File: src/verilog/cim_master_pkg.sv
`default_nettype none

package cim_master_pkg;

    // Bus and datapath widths
    localparam int n_storage          = 16;
    localparam int bus_op_width       = 4;
    localparam int num_cims           = 8;
    localparam int cim_id_width       = $clog2(num_cims);
    localparam int ext_mem_addr_width = 10;
    localparam int eeg_sample_depth   = 16;
    // Upper sample bits kept, a cheap normalization to fixed point
    localparam int q_bits             = 10;

    // Bus opcodes
    localparam logic [bus_op_width-1:0] NOP                           = 4'd0;
    localparam logic [bus_op_width-1:0] PATCH_LOAD_BROADCAST_START_OP = 4'd1;
    localparam logic [bus_op_width-1:0] PATCH_LOAD_BROADCAST_OP       = 4'd2;
    localparam logic [bus_op_width-1:0] PARAM_STREAM_START_OP         = 4'd3;
    localparam logic [bus_op_width-1:0] PARAM_STREAM_OP               = 4'd4;
    localparam logic [bus_op_width-1:0] DENSE_BROADCAST_OP            = 4'd5;
    localparam logic [bus_op_width-1:0] TRANS_BROADCAST_OP            = 4'd6;
    localparam logic [bus_op_width-1:0] PISTOL_START_OP               = 4'd7;
    localparam logic [bus_op_width-1:0] INFERENCE_RESULT_OP           = 4'd8;

    // Parameter layers, records packed back to back in external memory
    localparam int num_param_layers = 3;
    localparam int layer_idx_width  = $clog2(num_param_layers);
    localparam logic [n_storage-1:0] layer_cim_addr [num_param_layers] =
        '{16'd0, 16'd64, 16'd128};
    // Always a multiple of 3 words
    localparam logic [n_storage-1:0] layer_len [num_param_layers] =
        '{16'd12, 16'd6, 16'd9};
    localparam logic [cim_id_width:0] layer_num_rec [num_param_layers] =
        '{4'd8, 4'd4, 4'd2};

    // Inference steps
    localparam int num_inf_steps  = 4;
    localparam int step_idx_width = $clog2(num_inf_steps);
    localparam logic [bus_op_width-1:0] step_op [num_inf_steps] =
        '{TRANS_BROADCAST_OP, DENSE_BROADCAST_OP, TRANS_BROADCAST_OP, DENSE_BROADCAST_OP};
    localparam logic [n_storage-1:0] step_tx_addr [num_inf_steps] =
        '{16'd0, 16'd128, 16'd256, 16'd320};
    localparam logic [n_storage-1:0] step_rx_addr [num_inf_steps] =
        '{16'd64, 16'd192, 16'd288, 16'd352};
    localparam logic [n_storage-1:0] step_len [num_inf_steps] =
        '{16'd12, 16'd8, 16'd16, 16'd4};
    localparam logic [cim_id_width:0] step_num_cim [num_inf_steps] =
        '{4'd8, 4'd8, 4'd4, 4'd2};

    // State encodings
    localparam int state_width = 3;
    localparam logic [state_width-1:0] st_idle        = 3'd0;
    localparam logic [state_width-1:0] st_param_load  = 3'd1;
    localparam logic [state_width-1:0] st_signal_load = 3'd2;
    localparam logic [state_width-1:0] st_inference   = 3'd3;
    localparam logic [state_width-1:0] st_done        = 3'd4;

    localparam logic [state_width-1:0] ps_st_idle = 3'd0;
    localparam logic [state_width-1:0] ps_st_hdr  = 3'd1;
    localparam logic [state_width-1:0] ps_st_read = 3'd2;
    localparam logic [state_width-1:0] ps_st_wait = 3'd3;
    localparam logic [state_width-1:0] ps_st_send = 3'd4;
    localparam logic [state_width-1:0] ps_st_done = 3'd5;

    localparam logic [state_width-1:0] bs_st_idle   = 3'd0;
    localparam logic [state_width-1:0] bs_st_wait   = 3'd1;
    localparam logic [state_width-1:0] bs_st_send   = 3'd2;
    localparam logic [state_width-1:0] bs_st_pistol = 3'd3;
    localparam logic [state_width-1:0] bs_st_done   = 3'd4;

    // Word 0 overlays addr, word 2 overlays rx_addr
    typedef union packed {
        logic signed [2:0][n_storage-1:0] words;
        struct packed {
            logic [n_storage-1:0] rx_addr;
            logic [n_storage-1:0] len;
            logic [n_storage-1:0] addr;
        } fields;
    } bus_payload_t;

endpackage

`default_nettype wire

File: src/verilog/broadcast_sequencer.sv
`timescale 1ns/1ps
`default_nettype none

module broadcast_sequencer import cim_master_pkg::*; (
    input  logic                    clk,
    input  logic                    rst_n,
    input  logic                    bs_start,
    input  logic                    bs_run,
    input  logic                    all_cims_ready,
    input  logic [bus_op_width-1:0] bus_op_in,
    output logic [bus_op_width-1:0] bs_op,
    output bus_payload_t            bs_payload,
    output logic [cim_id_width-1:0] bs_target,
    output logic                    bs_issue,
    output logic                    bs_done
);

    logic [state_width-1:0]    state;
    logic [step_idx_width-1:0] step_cnt;
    // One bit wider so it can reach step_num_cim
    logic [cim_id_width:0]     cim_cnt;
    logic                      bus_idle;

    assign bus_idle = all_cims_ready && (bus_op_in == NOP);

    always_ff @(posedge clk) begin
        if (!rst_n) begin
            state    <= bs_st_idle;
            step_cnt <= '0;
            cim_cnt  <= '0;
        end else begin
            case (state)
                bs_st_idle: begin
                    if (bs_start) begin
                        state    <= bs_st_wait;
                        step_cnt <= '0;
                        cim_cnt  <= '0;
                    end
                end
                bs_st_wait: begin
                    // Bus checked again before every broadcast
                    if (bs_run && bus_idle) begin
                        if (cim_cnt == step_num_cim[step_cnt]) begin
                            state <= bs_st_pistol;
                        end else begin
                            state <= bs_st_send;
                        end
                    end
                end
                bs_st_send: begin
                    cim_cnt <= cim_cnt + 1'b1;
                    state   <= bs_st_wait;
                end
                bs_st_pistol: begin
                    cim_cnt <= '0;
                    if (step_cnt == step_idx_width'(num_inf_steps - 1)) begin
                        state <= bs_st_done;
                    end else begin
                        step_cnt <= step_cnt + 1'b1;
                        state    <= bs_st_wait;
                    end
                end
                bs_st_done: state <= bs_st_idle;
                default:    state <= bs_st_idle;
            endcase
        end
    end

    always_comb begin
        bs_payload                = '0;
        bs_payload.fields.addr    = step_tx_addr[step_cnt];
        bs_payload.fields.len     = step_len[step_cnt];
        bs_payload.fields.rx_addr = step_rx_addr[step_cnt];
    end

    assign bs_op     = (state == bs_st_pistol) ? PISTOL_START_OP : step_op[step_cnt];
    assign bs_target = (state == bs_st_send) ? cim_cnt[cim_id_width-1:0] : '0;
    assign bs_issue  = (state == bs_st_send) || (state == bs_st_pistol);
    assign bs_done   = (state == bs_st_done);

endmodule

`default_nettype wire

File: src/verilog/cim_master.sv
`timescale 1ns/1ps
`default_nettype none

module cim_master import cim_master_pkg::*; (
    input  logic                          clk,
    input  logic                          rst_n,
    input  logic                          start_param_load,
    input  logic                          new_sleep_epoch,
    input  logic                          new_eeg_sample,
    input  logic [eeg_sample_depth-1:0]   eeg_sample,
    input  logic                          all_cims_ready,
    input  logic [bus_op_width-1:0]       bus_op_in,
    input  logic                          ext_mem_data_valid,
    input  logic signed [n_storage-1:0]   ext_mem_data,
    output logic                          bus_drive,
    output logic [bus_op_width-1:0]       bus_op,
    output bus_payload_t                  bus_data,
    output logic [cim_id_width-1:0]       bus_target,
    output logic [ext_mem_addr_width-1:0] ext_mem_addr,
    output logic                          ext_mem_read_pulse,
    output logic                          inference_done
);

    // Parameter load datapath
    logic [bus_op_width-1:0] ps_op;
    bus_payload_t            ps_payload;
    logic [cim_id_width-1:0] ps_target;
    logic                    ps_issue;
    logic                    ps_done;
    logic                    ps_start;

    // Inference datapath
    logic [bus_op_width-1:0] bs_op;
    bus_payload_t            bs_payload;
    logic [cim_id_width-1:0] bs_target;
    logic                    bs_issue;
    logic                    bs_done;
    logic                    bs_start;
    logic                    bs_run;

    master_ctrl u_master_ctrl (
        .clk(clk), .rst_n(rst_n),
        .start_param_load(start_param_load), .new_sleep_epoch(new_sleep_epoch),
        .new_eeg_sample(new_eeg_sample), .eeg_sample(eeg_sample),
        .all_cims_ready(all_cims_ready), .bus_op_in(bus_op_in),
        .ps_op(ps_op), .ps_payload(ps_payload), .ps_target(ps_target),
        .ps_issue(ps_issue), .ps_done(ps_done),
        .bs_op(bs_op), .bs_payload(bs_payload), .bs_target(bs_target),
        .bs_issue(bs_issue), .bs_done(bs_done),
        .ps_start(ps_start), .bs_start(bs_start), .bs_run(bs_run),
        .bus_drive(bus_drive), .bus_op(bus_op), .bus_data(bus_data),
        .bus_target(bus_target), .inference_done(inference_done)
    );

    param_streamer u_param_streamer (
        .clk(clk), .rst_n(rst_n), .ps_start(ps_start),
        .ext_mem_data_valid(ext_mem_data_valid), .ext_mem_data(ext_mem_data),
        .ext_mem_addr(ext_mem_addr), .ext_mem_read_pulse(ext_mem_read_pulse),
        .ps_op(ps_op), .ps_payload(ps_payload), .ps_target(ps_target),
        .ps_issue(ps_issue), .ps_done(ps_done)
    );

    broadcast_sequencer u_broadcast_sequencer (
        .clk(clk), .rst_n(rst_n), .bs_start(bs_start), .bs_run(bs_run),
        .all_cims_ready(all_cims_ready), .bus_op_in(bus_op_in),
        .bs_op(bs_op), .bs_payload(bs_payload), .bs_target(bs_target),
        .bs_issue(bs_issue), .bs_done(bs_done)
    );

endmodule

`default_nettype wire

File: src/verilog/master_ctrl.sv
`timescale 1ns/1ps
`default_nettype none

module master_ctrl import cim_master_pkg::*; (
    input  logic                          clk,
    input  logic                          rst_n,
    input  logic                          start_param_load,
    input  logic                          new_sleep_epoch,
    input  logic                          new_eeg_sample,
    input  logic [eeg_sample_depth-1:0]   eeg_sample,
    input  logic                          all_cims_ready,
    input  logic [bus_op_width-1:0]       bus_op_in,
    input  logic [bus_op_width-1:0]       ps_op,
    input  bus_payload_t                  ps_payload,
    input  logic [cim_id_width-1:0]       ps_target,
    input  logic                          ps_issue,
    input  logic                          ps_done,
    input  logic [bus_op_width-1:0]       bs_op,
    input  bus_payload_t                  bs_payload,
    input  logic [cim_id_width-1:0]       bs_target,
    input  logic                          bs_issue,
    input  logic                          bs_done,
    output logic                          ps_start,
    output logic                          bs_start,
    output logic                          bs_run,
    output logic                          bus_drive,
    output logic [bus_op_width-1:0]       bus_op,
    output bus_payload_t                  bus_data,
    output logic [cim_id_width-1:0]       bus_target,
    output logic                          inference_done
);

    logic [state_width-1:0] state;
    logic                   bs_finished;
    bus_payload_t           patch_payload;

    // Upper bits of the sample in word 0, rest zero
    always_comb begin
        patch_payload = '0;
        patch_payload.words[0] = {{(n_storage-q_bits){1'b0}},
                                  eeg_sample[eeg_sample_depth-1 -: q_bits]};
    end

    assign bs_run         = (state == st_inference);
    assign inference_done = (state == st_done);

    always_ff @(posedge clk) begin
        if (!rst_n) begin
            state       <= st_idle;
            ps_start    <= 1'b0;
            bs_start    <= 1'b0;
            bs_finished <= 1'b0;
            bus_drive   <= 1'b0;
            bus_op      <= NOP;
        end else begin
            ps_start <= 1'b0;
            bs_start <= 1'b0;
            case (state)
                st_idle: begin
                    bus_drive   <= 1'b0;
                    bus_op      <= NOP;
                    bs_finished <= 1'b0;
                    if (start_param_load) begin
                        state     <= st_param_load;
                        ps_start  <= 1'b1;
                        bus_drive <= 1'b1;
                    end else if (new_sleep_epoch) begin
                        state     <= st_signal_load;
                        bus_drive <= 1'b1;
                        bus_op    <= PATCH_LOAD_BROADCAST_START_OP;
                    end
                end
                st_param_load: begin
                    // Bus stays driven, NOP while memory reads are pending
                    bus_op <= ps_issue ? ps_op : NOP;
                    if (ps_done) begin
                        state     <= st_idle;
                        bus_drive <= 1'b0;
                    end
                end
                st_signal_load: begin
                    bus_op    <= new_eeg_sample ? PATCH_LOAD_BROADCAST_OP : NOP;
                    bus_drive <= new_sleep_epoch;
                    if (!new_sleep_epoch) begin
                        state    <= st_inference;
                        bs_start <= 1'b1;
                    end
                end
                st_inference: begin
                    bus_drive <= bs_issue;
                    bus_op    <= bs_issue ? bs_op : NOP;
                    if (bs_done) begin
                        bs_finished <= 1'b1;
                    end
                    // Result only counts once every step has been broadcast
                    if (all_cims_ready && (bus_op_in == INFERENCE_RESULT_OP) &&
                        (bs_done || bs_finished)) begin
                        state <= st_done;
                    end
                end
                st_done: begin
                    bus_drive <= 1'b0;
                    bus_op    <= NOP;
                    state     <= st_idle;
                end
                default: state <= st_idle;
            endcase
        end
    end

    // Payload and target follow the source of the current state
    always_ff @(posedge clk) begin
        case (state)
            st_idle: begin
                bus_data   <= '0;
                bus_target <= '0;
            end
            st_param_load: begin
                if (ps_issue) begin
                    bus_data   <= ps_payload;
                    bus_target <= ps_target;
                end
            end
            st_signal_load: begin
                if (new_eeg_sample) begin
                    bus_data   <= patch_payload;
                    bus_target <= '0;
                end
            end
            st_inference: begin
                if (bs_issue) begin
                    bus_data   <= bs_payload;
                    bus_target <= bs_target;
                end
            end
            default: ;
        endcase
    end

endmodule

`default_nettype wire

File: src/verilog/param_streamer.sv
`timescale 1ns/1ps
`default_nettype none

module param_streamer import cim_master_pkg::*; (
    input  logic                          clk,
    input  logic                          rst_n,
    input  logic                          ps_start,
    input  logic                          ext_mem_data_valid,
    input  logic signed [n_storage-1:0]   ext_mem_data,
    output logic [ext_mem_addr_width-1:0] ext_mem_addr,
    output logic                          ext_mem_read_pulse,
    output logic [bus_op_width-1:0]       ps_op,
    output bus_payload_t                  ps_payload,
    output logic [cim_id_width-1:0]       ps_target,
    output logic                          ps_issue,
    output logic                          ps_done
);

    logic [state_width-1:0]        state;
    logic [1:0]                    word_cnt;
    logic [n_storage-1:0]          rec_word_cnt;
    logic [cim_id_width-1:0]       rec_cnt;
    logic [layer_idx_width-1:0]    layer_cnt;
    logic [ext_mem_addr_width-1:0] mem_addr;
    bus_payload_t                  word_buf;
    logic                          last_rec;
    logic                          last_layer;

    assign last_rec   = ({1'b0, rec_cnt} == layer_num_rec[layer_cnt] - 1'b1);
    assign last_layer = (layer_cnt == layer_idx_width'(num_param_layers - 1));

    always_ff @(posedge clk) begin
        if (!rst_n) begin
            state        <= ps_st_idle;
            word_cnt     <= '0;
            rec_word_cnt <= '0;
            rec_cnt      <= '0;
            layer_cnt    <= '0;
            mem_addr     <= '0;
        end else begin
            case (state)
                ps_st_idle: begin
                    if (ps_start) begin
                        state        <= ps_st_hdr;
                        word_cnt     <= '0;
                        rec_word_cnt <= '0;
                        rec_cnt      <= '0;
                        layer_cnt    <= '0;
                        mem_addr     <= '0;
                    end
                end
                ps_st_hdr:  state <= ps_st_read;
                ps_st_read: state <= ps_st_wait;
                ps_st_wait: begin
                    // Address is held until the memory answers
                    if (ext_mem_data_valid) begin
                        mem_addr     <= mem_addr + 1'b1;
                        rec_word_cnt <= rec_word_cnt + 1'b1;
                        if (word_cnt == 2'd2) begin
                            word_cnt <= '0;
                            state    <= ps_st_send;
                        end else begin
                            word_cnt <= word_cnt + 1'b1;
                            state    <= ps_st_read;
                        end
                    end
                end
                ps_st_send: begin
                    if (rec_word_cnt != layer_len[layer_cnt]) begin
                        state <= ps_st_read;
                    end else if (!last_rec) begin
                        rec_cnt      <= rec_cnt + 1'b1;
                        rec_word_cnt <= '0;
                        state        <= ps_st_hdr;
                    end else if (!last_layer) begin
                        layer_cnt    <= layer_cnt + 1'b1;
                        rec_cnt      <= '0;
                        rec_word_cnt <= '0;
                        state        <= ps_st_hdr;
                    end else begin
                        state <= ps_st_done;
                    end
                end
                ps_st_done: state <= ps_st_idle;
                default:    state <= ps_st_idle;
            endcase
        end
    end

    // Three memory words per stream instruction
    always_ff @(posedge clk) begin
        if ((state == ps_st_wait) && ext_mem_data_valid) begin
            word_buf.words[word_cnt] <= ext_mem_data;
        end
    end

    always_comb begin
        ps_op      = PARAM_STREAM_OP;
        ps_payload = word_buf;
        if (state == ps_st_hdr) begin
            ps_op                     = PARAM_STREAM_START_OP;
            ps_payload.fields.addr    = layer_cim_addr[layer_cnt];
            ps_payload.fields.len     = layer_len[layer_cnt];
            ps_payload.fields.rx_addr = '0;
        end
    end

    assign ps_issue           = (state == ps_st_hdr) || (state == ps_st_send);
    assign ps_target          = rec_cnt;
    assign ps_done            = (state == ps_st_done);
    assign ext_mem_read_pulse = (state == ps_st_read);
    assign ext_mem_addr       = mem_addr;

endmodule

`default_nettype wire
File: config.mk
export PLATFORM = sky130hd
export DESIGN_NAME = cim_master
export DESIGN_NICKNAME = d
export VERILOG_FILES = /design/src/verilog/cim_master_pkg.sv /design/src/verilog/broadcast_sequencer.sv /design/src/verilog/cim_master.sv /design/src/verilog/master_ctrl.sv /design/src/verilog/param_streamer.sv
export SDC_FILE = /design/constraint.sdc
export NUM_CORES = 1
export LEC_CHECK = 0
export BUFFER_PORTS_ARGS = -buffer_cell sky130_fd_sc_hd__buf_2
export CAP_MARGIN = 30
export CORE_MARGIN = 4
export CORE_UTILIZATION = 25
export CTS_CLUSTER_DIAMETER = 80
export CTS_CLUSTER_SIZE = 16
export DETAILED_ROUTE_END_ITERATION = 7
export PLACE_DENSITY = 0.42
export SYNTH_ARGS = -nofsm -noshare
export SYNTH_HDL_FRONTEND = slang
export SYNTH_SLANG_ARGS = --single-unit
File: constraint.sdc
create_clock -name clk -period 8.6 [get_ports clk]
set_input_delay 0.86 -clock clk [delete_from_list [all_inputs] [get_ports clk]]
set_output_delay 0.86 -clock clk [all_outputs]
set_load 0.005 [all_outputs]
; After elaboration in Yosys (flattened, before gate mapping)
; Index checks and enable logic that the tools add are counted.
[totals]
regBits = 155
elab_cells = 202
[op_classes]
add_sub_neg = 8
n_lt_le_gt_ge = 4
eq_ne = 37
mux = 98
bitwise = 2
reduce_logical = 35
[ops]
columns = cell, count
row1 = 2-to-1 mux 16 bit, 16
row2 = 2-to-1 mux 48 bit, 4
row3 = case mux 48 bit (4 select lines), 1
row4 = binary-select mux 16 bit (select 2 bit), 5
row5 = 2-to-1 mux 3 bit, 23
row6 = bitwise mux 48 bit, 1
row7 = case mux 16 bit (3 select lines), 1
row8 = 2-to-1 mux 4 bit, 11
row9 = case mux 3 bit (4 select lines), 3
row10 = demux 16 bit (select 2 bit), 1
row11 = binary-select mux 4 bit (select 2 bit), 3
row12 = inequality test 2 bit (second input constant), 12
row13 = 2-to-1 mux 10 bit, 2
row14 = case mux 10 bit (2 select lines), 1
row15 = case mux 4 bit (5 select lines), 1
row16 = equality test 3 x 2 -> 1 bit (second input constant), 6
row17 = 2-to-1 mux 2 bit, 9
row18 = adder 16 x 1 -> 16 bit (second input constant), 1
row19 = inequality test 16 bit, 1
row20 = case mux 3 bit (5 select lines), 1
row21 = AND reduction 2 bit, 7
row22 = equality test 3 bit (second input constant), 4
row23 = case mux 2 bit (2 select lines), 3
row24 = case mux 4 bit (3 select lines), 1
row25 = 31 further kinds, 66

; Longest topological paths before layout
; Gate-level depths: netlist of run 1.
[depth]
ltp_word = 9
ltp_mapped = 9
mapped_depth_nobuf = 7

; Modules after synthesis
; A second synthesis of run 1 with hierarchy kept.
[unflattened]
cells_unflattened = 709
hier_area_um2 = 7770.0
[modules_own_cells]
columns = module, instances, cells_each, area_per_inst_um2, seq_area_each_um2
row1 = param_streamer, 1, 385, 4005.1, 2162.1
row2 = master_ctrl, 1, 209, 2835.2, 1751.7
row3 = broadcast_sequencer, 1, 115, 929.6, 180.2

; Worst setup path before layout of run 1
; No wires, ideal clock.
[synth_path]
kind = flip-flop to flip-flop
startpoint = register u_param_streamer.state[2]
endpoint = register u_master_ctrl.bus_data[0] (netlist bit) (enable)
setup_time_ns = 0.543
arrival_ns = 5.102
t_required_ns = 8.057
setup_slack_ns = 2.956
stages_incl_launch_ff = 6
path_buffers = 2
cell_sequence = dfxtp_1 -> clkbuf_1 -> nor3b_1 -> nor2_1 -> clkbuf_1 -> a221oi_1
[synth_between]
elab_chain_cells = 4
elab_cells_between_ends = 5
classes_between = eq/ne (3) / reduce/logical (2)
[synth_rtl]
columns = element, line
row1 = from (decl), param_streamer.sv:19  ; logic [state_width-1:0] state;
row2 = from (signal assigned), param_streamer.sv:34  ; state <= ps_st_idle;
row3 = from (signal assigned), param_streamer.sv:44  ; state <= ps_st_hdr;
row4 = from (signal assigned), param_streamer.sv:52  ; ps_st_hdr: state <= ps_st_read;
row5 = equality test 3 x 1 -> 1 bit / equality test 3 bit (equally long branches), param_streamer.sv:108  ; assign ps_issue = (state == ps_st_hdr) || (state == ps_st_send);
row6 = logical OR 1 bit (*), param_streamer.sv:108
row7 = inequality test 2 x 1 -> 1 bit (no source line) (*), n/a
row8 = AND reduction 4 bit (no source line) (*), n/a
row9 = to (signal assigned), master_ctrl.sv:120  ; bus_data <= ps_payload;
row10 = to (signal assigned), master_ctrl.sv:126  ; bus_data <= patch_payload;
row11 = to (signal assigned), master_ctrl.sv:132  ; bus_data <= bs_payload;
row12 = to (decl), master_ctrl.sv:28  ; output bus_payload_t bus_data,
; Mark *: on every way between the ends. The rest lies on a longest branch, timed or not.
; A chain may end at the register's enable or synchronous reset.

; Final worst setup path of run 1
[layout_path]
startpoint = register u_param_streamer.state[1]
endpoint = register u_param_streamer.rec_word_cnt[4]
[layout_between]
elab_chain_cells = 3
elab_cells_between_ends = 10
classes_between = eq/ne (6) / mux (1) / reduce/logical (3)
[layout_rtl]
columns = element, line
row1 = equality test 3 bit (tied with other cells), param_streamer.sv:41  ; case (state)
row2 = inequality test 3 bit (no source line) (tied with other cells), n/a
row3 = AND reduction 5 bit (no source line), n/a
row4 = to (signal assigned), param_streamer.sv:58  ; rec_word_cnt <= rec_word_cnt + 1'b1;
row5 = to (decl), param_streamer.sv:21  ; logic [n_storage-1:0] rec_word_cnt;
; Parallel ways exist; a longest one is shown, timed or not.

==> summary.txt, run 1 <==
Outcome
  • Status: finished, final reports clean

Clocking
  • Insertion delay of the later-clocked pin in the worst-skew pair: 420 ps
  • TritonCTS Sinks: roughly 150
  • Post-CTS setup buffer count: 0
  • Clk Tree Root Cell: sky130_fd_sc_hd__clkbuf_16
  • Clock transition at the registers of the reported paths: 70 ps
  • CTS resizes: 0
  • Level count of the clock H-tree: 4
  • CTS tree: done
  • Buffer depth of the longest clock path: 2
  • Number of buffers inserted during clock tree synthesis: 17
  • CTS hold repair buffers: 0

Drt
  • Routed wire length: 16,900 um
  • Drt pass-1 iters: 4
  • Number of vias per cell after detailed routing: ~4.7
  • Via Count: 4,875
  • Average wire length per cell after detail routing: 16.4 um
  • DRT iter0 DRCs: 299
  • Count of nets left with antenna violations after detail routing: 0
  • DRC errors left: 0

Power
  • Switching power total: 580 uW
  • Part of the power in registers: 0.482
  • Combinational fraction of design power: 0.169
  • Internal power: 1490 uW
  • Ratio of total power to cell area: 256 mW/mm2
  • Leakage dissipation: slightly above 0.003 uW
  • Switch share: 0.280
  • Clock share of power: 0.349
  • Max rail drop VDD: 0.108 mV

Global routing
  • Antenna violations before repair: 0
  • Global router's overall resource usage: 0.116
  • Overall overflow remaining after global route: 0
  • Vias in the first global route: 4,841
  • Global-route wire length before repair: around 26,000 um
  • Maximum number of pins on one net before global-route repair: 52

Placed design
  • Cells after DPL: 998
  • Final weighted congestion in routability-driven placement: 0.771
  • Count of input and output buffers: 103
  • Post-detailed-placement half-perimeter wirelength: ~12,000 um

Cells and area
  • Signed area change from the synthesized netlist to the final layout: 22.2%
  • Leading cell types in the layout, fill and taps excluded: sky130_fd_sc_hd__buf_2 (103), sky130_fd_sc_hd__edfxtp_1 (99), sky130_fd_sc_hd__dfxtp_1 (55)
  • Final net count: 737
  • Proportion of layout cells with a drive suffix above 1: 0.220
  • Leading cell type in the layout, fill and taps excluded: sky130_fd_sc_hd__buf_2
  • Number of standard cells in the layout, taps in and fillers out: roughly 1,000
  • Antenna Diode Count: 0

Logic synthesis
  • Simple-Gate Fraction of Synth Area: 0.182
  • Adder and majority gate portion of the synthesized area: 0.0227
  • Post-synthesis register bit count: 154
  • Mean instance size in the synthesized netlist: 11.3 um2
  • Synth warnings: 0
  • Post-synthesis mux area share: 0.0106
  • Post-synth EDFFs: 99
  • Cell types occupying the most area after synthesis: sky130_fd_sc_hd__edfxtp_1 (45%), sky130_fd_sc_hd__dfxtp_1 (17%), sky130_fd_sc_hd__a21oi_1 (3.4%)
  • Distinct cells, synth: 55
  • Main synth FF type: sky130_fd_sc_hd__edfxtp_1
  • Leading area contributor after synthesis: sky130_fd_sc_hd__edfxtp_1
  • Synthesized instance count: 584
  • Mapped cell area: approximately 0.0066 mm2
  • Synthesized-area fraction occupied by xor and xnor cells: 0.0146
  • Net count after synthesis: 639
  • Complex-gate fraction of the synthesized area: 0.126
  • Share of async-settable or async-resettable flops after synthesis: 0
  • Top cell type's share of synthesized area: 0.450
  • Sequential fraction of the synthesis area: 0.616
  • Dominant combinational cell family by area after synthesis: simple AND/OR/NAND/NOR gates

Worst setup path
  • Data required, critical path: 8940 ps
  • Setup crit start: u_param_streamer.state[1]$_SDFFE_PN0P_
  • Kind of capture point of the worst setup path: register
  • Flop-to-flop setup slack: 5580 ps
  • Startpoint Class: register
  • Number of cell instances on the worst register-to-register path: 5
  • Destination of the critical timing path: u_param_streamer.rec_word_cnt[4]$_SDFFE_PN0P_
  • Capturing point of the worst reg2reg path: u_param_streamer.rec_word_cnt[4]$_SDFFE_PN0P_
  • FF-to-FF Start: u_param_streamer.state[1]$_SDFFE_PN0P_
  • CP Class: register to register
  • Maximum net fanout on the critical path: 29
  • CP Data Arrival Time: roughly 3400 ps

Die
  • Core Area: 0.0261 mm2
  • Initial Util: 0.254
  • Area of the die: a little under 0.03 mm2
  • Chip Width: 171 um
  • Boundary Pins: 111
  • Die height: 171 um
  • Row count: 59

Timing
  • Final setup violation count: 0
  • Peak clock frequency supported by timing: 332 MHz
  • Period utilization: 0.351
  • Hold violation total from the final report: 0
  • Post-Route Setup TNS: 0 ps
  • Number of max-slew violations in the final report: 0
  • Time the final worst path needs with I/O delays and setup: 3020 ps
  • Relative max-transition margin: 0.424
  • Tightest Pin Transition: 859 ps
  • Setup skew after layout: 9.95 ps
  • Unrepaired setup endpoints after global routing: false

Worst hold path
  • Type of the tightest min-delay check: register to register

Run
  • Max_cap viols: 0
worst min path at each step:
stage	slack, ps	depth (start not counted)	startpoint	endpoint
2_1_floorplan	440	1	u_broadcast_sequencer.cim_cnt[3]$_SDFFE_PN0P_	u_broadcast_sequencer.cim_cnt[3]$_SDFFE_PN0P_
3_3_place_gp	460	2	u_master_ctrl.bs_finished$_SDFFE_PN0P_	u_master_ctrl.bs_finished$_SDFFE_PN0P_
3_5_place_dp	460	2	u_master_ctrl.bs_finished$_SDFFE_PN0P_	u_master_ctrl.bs_finished$_SDFFE_PN0P_
4_1_cts	470	2	u_master_ctrl.bs_finished$_SDFFE_PN0P_	u_master_ctrl.bs_finished$_SDFFE_PN0P_
5_1_grt	500	2	u_master_ctrl.bs_finished$_SDFFE_PN0P_	u_master_ctrl.bs_finished$_SDFFE_PN0P_
6_report	490	2	u_param_streamer.rec_word_cnt[15]$_SDFFE_PN0P_	u_param_streamer.rec_word_cnt[15]$_SDFFE_PN0P_
per-stage QoR:
| step | area [um2] | total power, uW | utilization | hold slack (ps) | setup WS (ps) |
|---|---|---|---|---|---|
| 5_1_grt | 8080 | 2180 | 0.310 | 504 | 5290 |
| 4_1_cts | 8080 | 2110 | 0.310 | 475 | 5590 |
| 3_3_place_gp | 7480 | 1370 | 0.287 | 457 | 5370 |
| 6_report | 8080 | 2070 | 0.310 | 489 | 5580 |
| 3_5_place_dp | 7520 | 1380 | 0.288 | 463 | 5270 |
| 2_1_floorplan | 6610 | 1180 | - | 443 | 2960 |
routing by layer:
| metal | track usage | share of wire | vias to the layer above |
|---|---|---|---|
| met1 | 0.160 | 0.48 | 2333 |
| met5 | 0 | 0 | - |
| met3 | 0.0277 | 0.057 | 17 |
| met4 | 0.0337 | 0.012 | 0 |
| li1 | - | - | 2407 |
| met2 | 0.181 | 0.45 | 118 |
power groups by stage:
stage / sequential [uW] / clock (uW) / combinational (uW)
after floorplan: 1020 / 0 / 163
after global placement: 1010 / 0 / 358
after detailed placement: 1020 / 0 / 362
after CTS: 1000 / 743 / 363
after global routing: 1010 / 777 / 393
final: 997 / 723 / 351
state kept, by name, indices dropped and copies added, names as in the netlist, 2 cells and up:
signal and cells:
u_broadcast_sequencer.cim_cnt 4, u_broadcast_sequencer.state 3, u_broadcast_sequencer.step_cnt 2, u_master_ctrl.bus_data 48, u_master_ctrl.bus_op 3, u_master_ctrl.bus_target 3, u_master_ctrl.state 3, u_param_streamer.ext_mem_addr 10
u_param_streamer.layer_cnt 2, u_param_streamer.ps_target 3, u_param_streamer.rec_word_cnt 16, u_param_streamer.state 3, u_param_streamer.word_buf 48, u_param_streamer.word_cnt 2
critical path, cell delays in order, from the launching register on:
cell and delay, ps:
sky130_fd_sc_hd__dfxtp_1 590, sky130_fd_sc_hd__nand4b_1 550, sky130_fd_sc_hd__o21ai_1 400, sky130_fd_sc_hd__nand2_1 560, sky130_fd_sc_hd__or4_1 670, sky130_fd_sc_hd__a21oi_1 160
final cells by class:
type | count | area, um2
clock inverters | 14 | 136
fillers | 2674 | 18000
multi-input cells | 387 | 2390
flip-flops and latches | 154 | 4070
clock buffers | 18 | 429
inverters | 11 | 41.3
repair buffers | 111 | 591
well taps | 335 | 419
cell families (layout without fill, tap and decap cells):
group | Yosys count | after routing
multiplexers | 7 | 7
buffers and inverters | 43 | 154
AO/OA/AOI/OAI | 131 | 131
adder cells (fa/ha/maj) | 12 | 12
other | 1 | 1
AND/OR/NAND/NOR | 225 | 225
flip-flops | 154 | 154
XOR/XNOR | 11 | 11
Yosys cell counts, types with 8 or more instances:
| cell | n |
|---|---|
| sky130_fd_sc_hd__edfxtp_1 | 99 |
| sky130_fd_sc_hd__dfxtp_1 | 55 |
| sky130_fd_sc_hd__nor2_1 | 51 |
| sky130_fd_sc_hd__a21oi_1 | 45 |
| sky130_fd_sc_hd__nand2_1 | 37 |
| sky130_fd_sc_hd__and3_1 | 32 |
| sky130_fd_sc_hd__o21ai_0 | 26 |
| sky130_fd_sc_hd__clkbuf_1 | 24 |
| sky130_fd_sc_hd__nand3_1 | 16 |
| sky130_fd_sc_hd__nor3_1 | 15 |
| sky130_fd_sc_hd__or4_1 | 14 |
| sky130_fd_sc_hd__a22o_1 | 13 |
| sky130_fd_sc_hd__o31ai_1 | 13 |
| sky130_fd_sc_hd__ha_1 | 12 |
| sky130_fd_sc_hd__inv_1 | 10 |
| sky130_fd_sc_hd__nand3b_1 | 8 |
(Power assumes the default switching activity.)
==> run 2: changes to the inputs <==
- clock period: 8.6 -> 2.9 ns (I/O delays scaled with it)
==> run 2 against run 1 <==
  * Final cell count is 0.58% higher
  * Clock power grew to 3.1 times the previous value
  * Count of clock-buffer cells in the layout is 1 lower
  * Non-clock buffer count is 6 higher
  * Hold slack worse by 420 ps
  * Via count is 0.90% higher
  * Clock skew is 3.3 ps higher
  * Core utilization is 0.36 points higher
  * First-iteration DRC count is 19% higher
  * Critical path type unchanged
  * Largest power group unchanged
  * Highest routed layer unchanged
==> summary.txt, run 2 (synthesized netlist as in run 1, its figures left out) <==
Global routing
  • Vias in the first global route: 4,966 (was 4,841)
  • Antenna violations before repair: 0 (unchanged)
  • Global router's overall resource usage: 0.116 (about the same)
  • Maximum number of pins on one net before global-route repair: 52 (unchanged)
  • Overall overflow remaining after global route: 0 (unchanged)
  • Global-route wire length before repair: 26,700 um (was 26,500 um)

Worst setup path
  • Maximum net fanout on the critical path: 34 (was 29)
  • CP Class: register to register (unchanged)
  • FF-to-FF Start: u_param_streamer.layer_cnt[1]$_SDFFE_PN0P_ (was u_param_streamer.state[1]$_SDFFE_PN0P_)
  • Data required, critical path: 3250 ps (was 8940 ps)
  • Capturing point of the worst reg2reg path: u_param_streamer.ps_target[2]$_SDFFE_PN0P_ (was u_param_streamer.rec_word_cnt[4]$_SDFFE_PN0P_)
  • Flop-to-flop setup slack: 490 ps (was 5580 ps)
  • CP Data Arrival Time: 2750 ps (was 3360 ps)
  • Kind of capture point of the worst setup path: register (unchanged)
  • Number of cell instances on the worst register-to-register path: 8 (was 5)
  • Startpoint Class: register (unchanged)

Power
  • Switch share: 0.294 (was 0.280)
  • Ratio of total power to cell area: 763 mW/mm2 (was 256 mW/mm2)
  • Max rail drop VDD: 0.365 mV (was 0.108 mV)
  • Part of the power in registers: 0.471 (was 0.482)
  • Leakage dissipation: 0.00310 uW (was 0.00304 uW)
  • Combinational fraction of design power: 0.176 (was 0.169)
  • Clock share of power: 0.354 (was 0.349)
  • Internal power: 4410 uW (was 1490 uW)
  • Switching power total: 1840 uW (was 580 uW)

Timing
  • Final setup violation count: 0 (unchanged)
  • Period utilization: 0.830 (was 0.351)
  • Tightest Pin Transition: 748 ps (was 859 ps)
  • Time the final worst path needs with I/O delays and setup: 2410 ps (was 3020 ps)
  • Peak clock frequency supported by timing: 415 MHz (was 332 MHz)
  • Hold violation total from the final report: 0 (unchanged)
  • Setup skew after layout: 13.2 ps (was 9.95 ps)
  • Relative max-transition margin: 0.499 (was 0.424)
  • Post-Route Setup TNS: 0 ps (unchanged)
  • Number of max-slew violations in the final report: 0 (unchanged)
  • Unrepaired setup endpoints after global routing: false (unchanged)

Cells and area
  • Count of fill cells added during filler insertion: 2,711 (was 2,674)
  • Total area of sequential cells: 0.00407 mm2 (unchanged)
  • Number of standard cells in the layout, taps in and fillers out: 1,036 (was 1,030)
  • Proportion of layout cells with a drive suffix above 1: 0.230 (was 0.220)
  • Leading cell types in the layout, fill and taps excluded: sky130_fd_sc_hd__buf_2 (103), sky130_fd_sc_hd__edfxtp_1 (99), sky130_fd_sc_hd__dfxtp_1 (55) (unchanged)
  • Signed area change from the synthesized netlist to the final layout: 23.7% (was 22.2%)
  • Total area of multi-input combinational cells: 0.00240 mm2 (was 0.00239 mm2)
  • Antenna Diode Count: 0 (unchanged)
  • Final net count: 743 (was 737)
  • Leading cell type in the layout, fill and taps excluded: sky130_fd_sc_hd__buf_2 (unchanged)

Clocking
  • CTS hold repair buffers: 0 (unchanged)
  • CTS resizes: 0 (unchanged)
  • CTS tree: done (unchanged)
  • Number of buffers inserted during clock tree synthesis: 17 (unchanged)
  • TritonCTS Sinks: 154 (unchanged)
  • Insertion delay of the later-clocked pin in the worst-skew pair: 430 ps (was 420 ps)
  • Level count of the clock H-tree: 4 (unchanged)
  • Clock transition at the registers of the reported paths: 70 ps (about the same)
  • Clk Tree Root Cell: sky130_fd_sc_hd__clkbuf_16 (unchanged)
  • Buffer depth of the longest clock path: 2 (unchanged)
  • Post-CTS setup buffer count: 0 (unchanged)

Worst hold path
  • Type of the tightest min-delay check: input pin to register (was register to register)
  • Worst Hold Launch: ext_mem_data[13] (was u_param_streamer.rec_word_cnt[15]$_SDFFE_PN0P_)
  • Hold EP: u_param_streamer.word_buf[45]$_DFFE_PP_ (was u_param_streamer.rec_word_cnt[15]$_SDFFE_PN0P_)
  • Worst Hold Path Cells: 1 (was 2)

Die
  • Core Area: 0.0261 mm2 (unchanged)
  • Chip Width: 171 um (unchanged)
  • Initial Util: 0.254 (unchanged)
  • Area of the die: 0.0291 mm2 (unchanged)
  • Boundary Pins: 111 (unchanged)
  • Row count: 59 (unchanged)
  • Die height: 171 um (unchanged)

Drt
  • Met1 routed wirelength after detailed routing: 7950 um (was 8150 um)
  • Drt pass-1 iters: 5 (was 4)
  • Via Count: 4,919 (was 4,875)
  • Highest routed metal layer: met4 (unchanged)
  • Count of nets left with antenna violations after detail routing: 0 (unchanged)
  • Routed wire length: 16,800 um (was 16,900 um)
  • Number of vias per cell after detailed routing: 4.75 (was 4.73)
  • Average wire length per cell after detail routing: 16.2 um (was 16.4 um)
  • Met3 wirelength from detailed routing: 865 um (was 961 um)
  • DRC errors left: 0 (unchanged)
  • Met2 wire length: 7830 um (was 7610 um)
  • DRT iter0 DRCs: 355 (was 299)

Run
  • Max_cap viols: 0 (unchanged)

Placed design
  • Post-detailed-placement half-perimeter wirelength: 11,800 um (about the same)
  • Cells after DPL: 1,004 (was 998)
  • Final weighted congestion in routability-driven placement: 0.804 (was 0.771)
  • Count of input and output buffers: 103 (unchanged)

Outcome
  • Status: finished, final reports clean (unchanged)
==> run 2: critical path: stages, from the launching register on <==
cell and delay [ps]:
sky130_fd_sc_hd__dfxtp_1 450, sky130_fd_sc_hd__inv_1 120, sky130_fd_sc_hd__ha_1 240, sky130_fd_sc_hd__xnor2_1 170, sky130_fd_sc_hd__nand4_1 160, sky130_fd_sc_hd__o21a_1 320
sky130_fd_sc_hd__buf_12 200, sky130_fd_sc_hd__or4_1 500, sky130_fd_sc_hd__a21oi_1 160
==> run 2: layout make-up <==
cell class,instances,share of cell area
Clock inverter,15,0.0205
Tap cell,335,0.0513
Multi-Input combinational cell,387,0.294
Timing Repair Buffer,117,0.0790
Sequential cell,154,0.498
Inverter,11,0.00505
Clock buffer,17,0.0520
==> run 2: worst max-delay path by stage <==
stage	from	slack (ps)	endpoint
after floorplan	u_param_streamer.state[1]$_SDFFE_PN0P_	6	u_master_ctrl.bus_data[0]$_SDFFCE_PN0P_
final	u_param_streamer.layer_cnt[1]$_SDFFE_PN0P_	490	u_param_streamer.ps_target[2]$_SDFFE_PN0P_
after global placement	u_param_streamer.layer_cnt[1]$_SDFFE_PN0P_	560	u_param_streamer.ps_target[2]$_SDFFE_PN0P_
after global routing	u_param_streamer.layer_cnt[1]$_SDFFE_PN0P_	320	u_param_streamer.rec_word_cnt[15]$_SDFFE_PN0P_
after CTS	u_param_streamer.layer_cnt[1]$_SDFFE_PN0P_	470	u_param_streamer.ps_target[2]$_SDFFE_PN0P_
after detailed placement	u_param_streamer.layer_cnt[1]$_SDFFE_PN0P_	490	u_param_streamer.rec_word_cnt[3]$_SDFFE_PN0P_
==> run 2: metal layers <==
layer / global-route usage / vias up
li1: - / 2414
met1: 0.156 / 2368
met2: 0.190 / 125
met3: 0.0289 / 12
met4: 0.0271 / 0
met5: 0 / -
==> run 2: through the flow <==
step           worst slack (ps)  hold WS (ps)  cell area, um2   util  total power, uW
2_1_floorplan              6.09           389            6650      -             3500
3_3_place_gp                560           454            7580  0.291             4120
3_5_place_dp                491           461            7580  0.291             4120
4_1_cts                     475          50.2            8180  0.314             6360
5_1_grt                     322          52.7            8180  0.314             6590
6_report                    493          68.1            8180  0.314             6240
==> run 2: power by group through the flow <==
stage | combinational [uW] | sequential [uW] | clock [uW]
3_3_place_gp | 1130 | 2990 | 0
6_report | 1100 | 2940 | 2210
3_5_place_dp | 1130 | 2990 | 0
2_1_floorplan | 502 | 3000 | 0
4_1_cts | 1130 | 2940 | 2280
5_1_grt | 1230 | 2980 | 2380
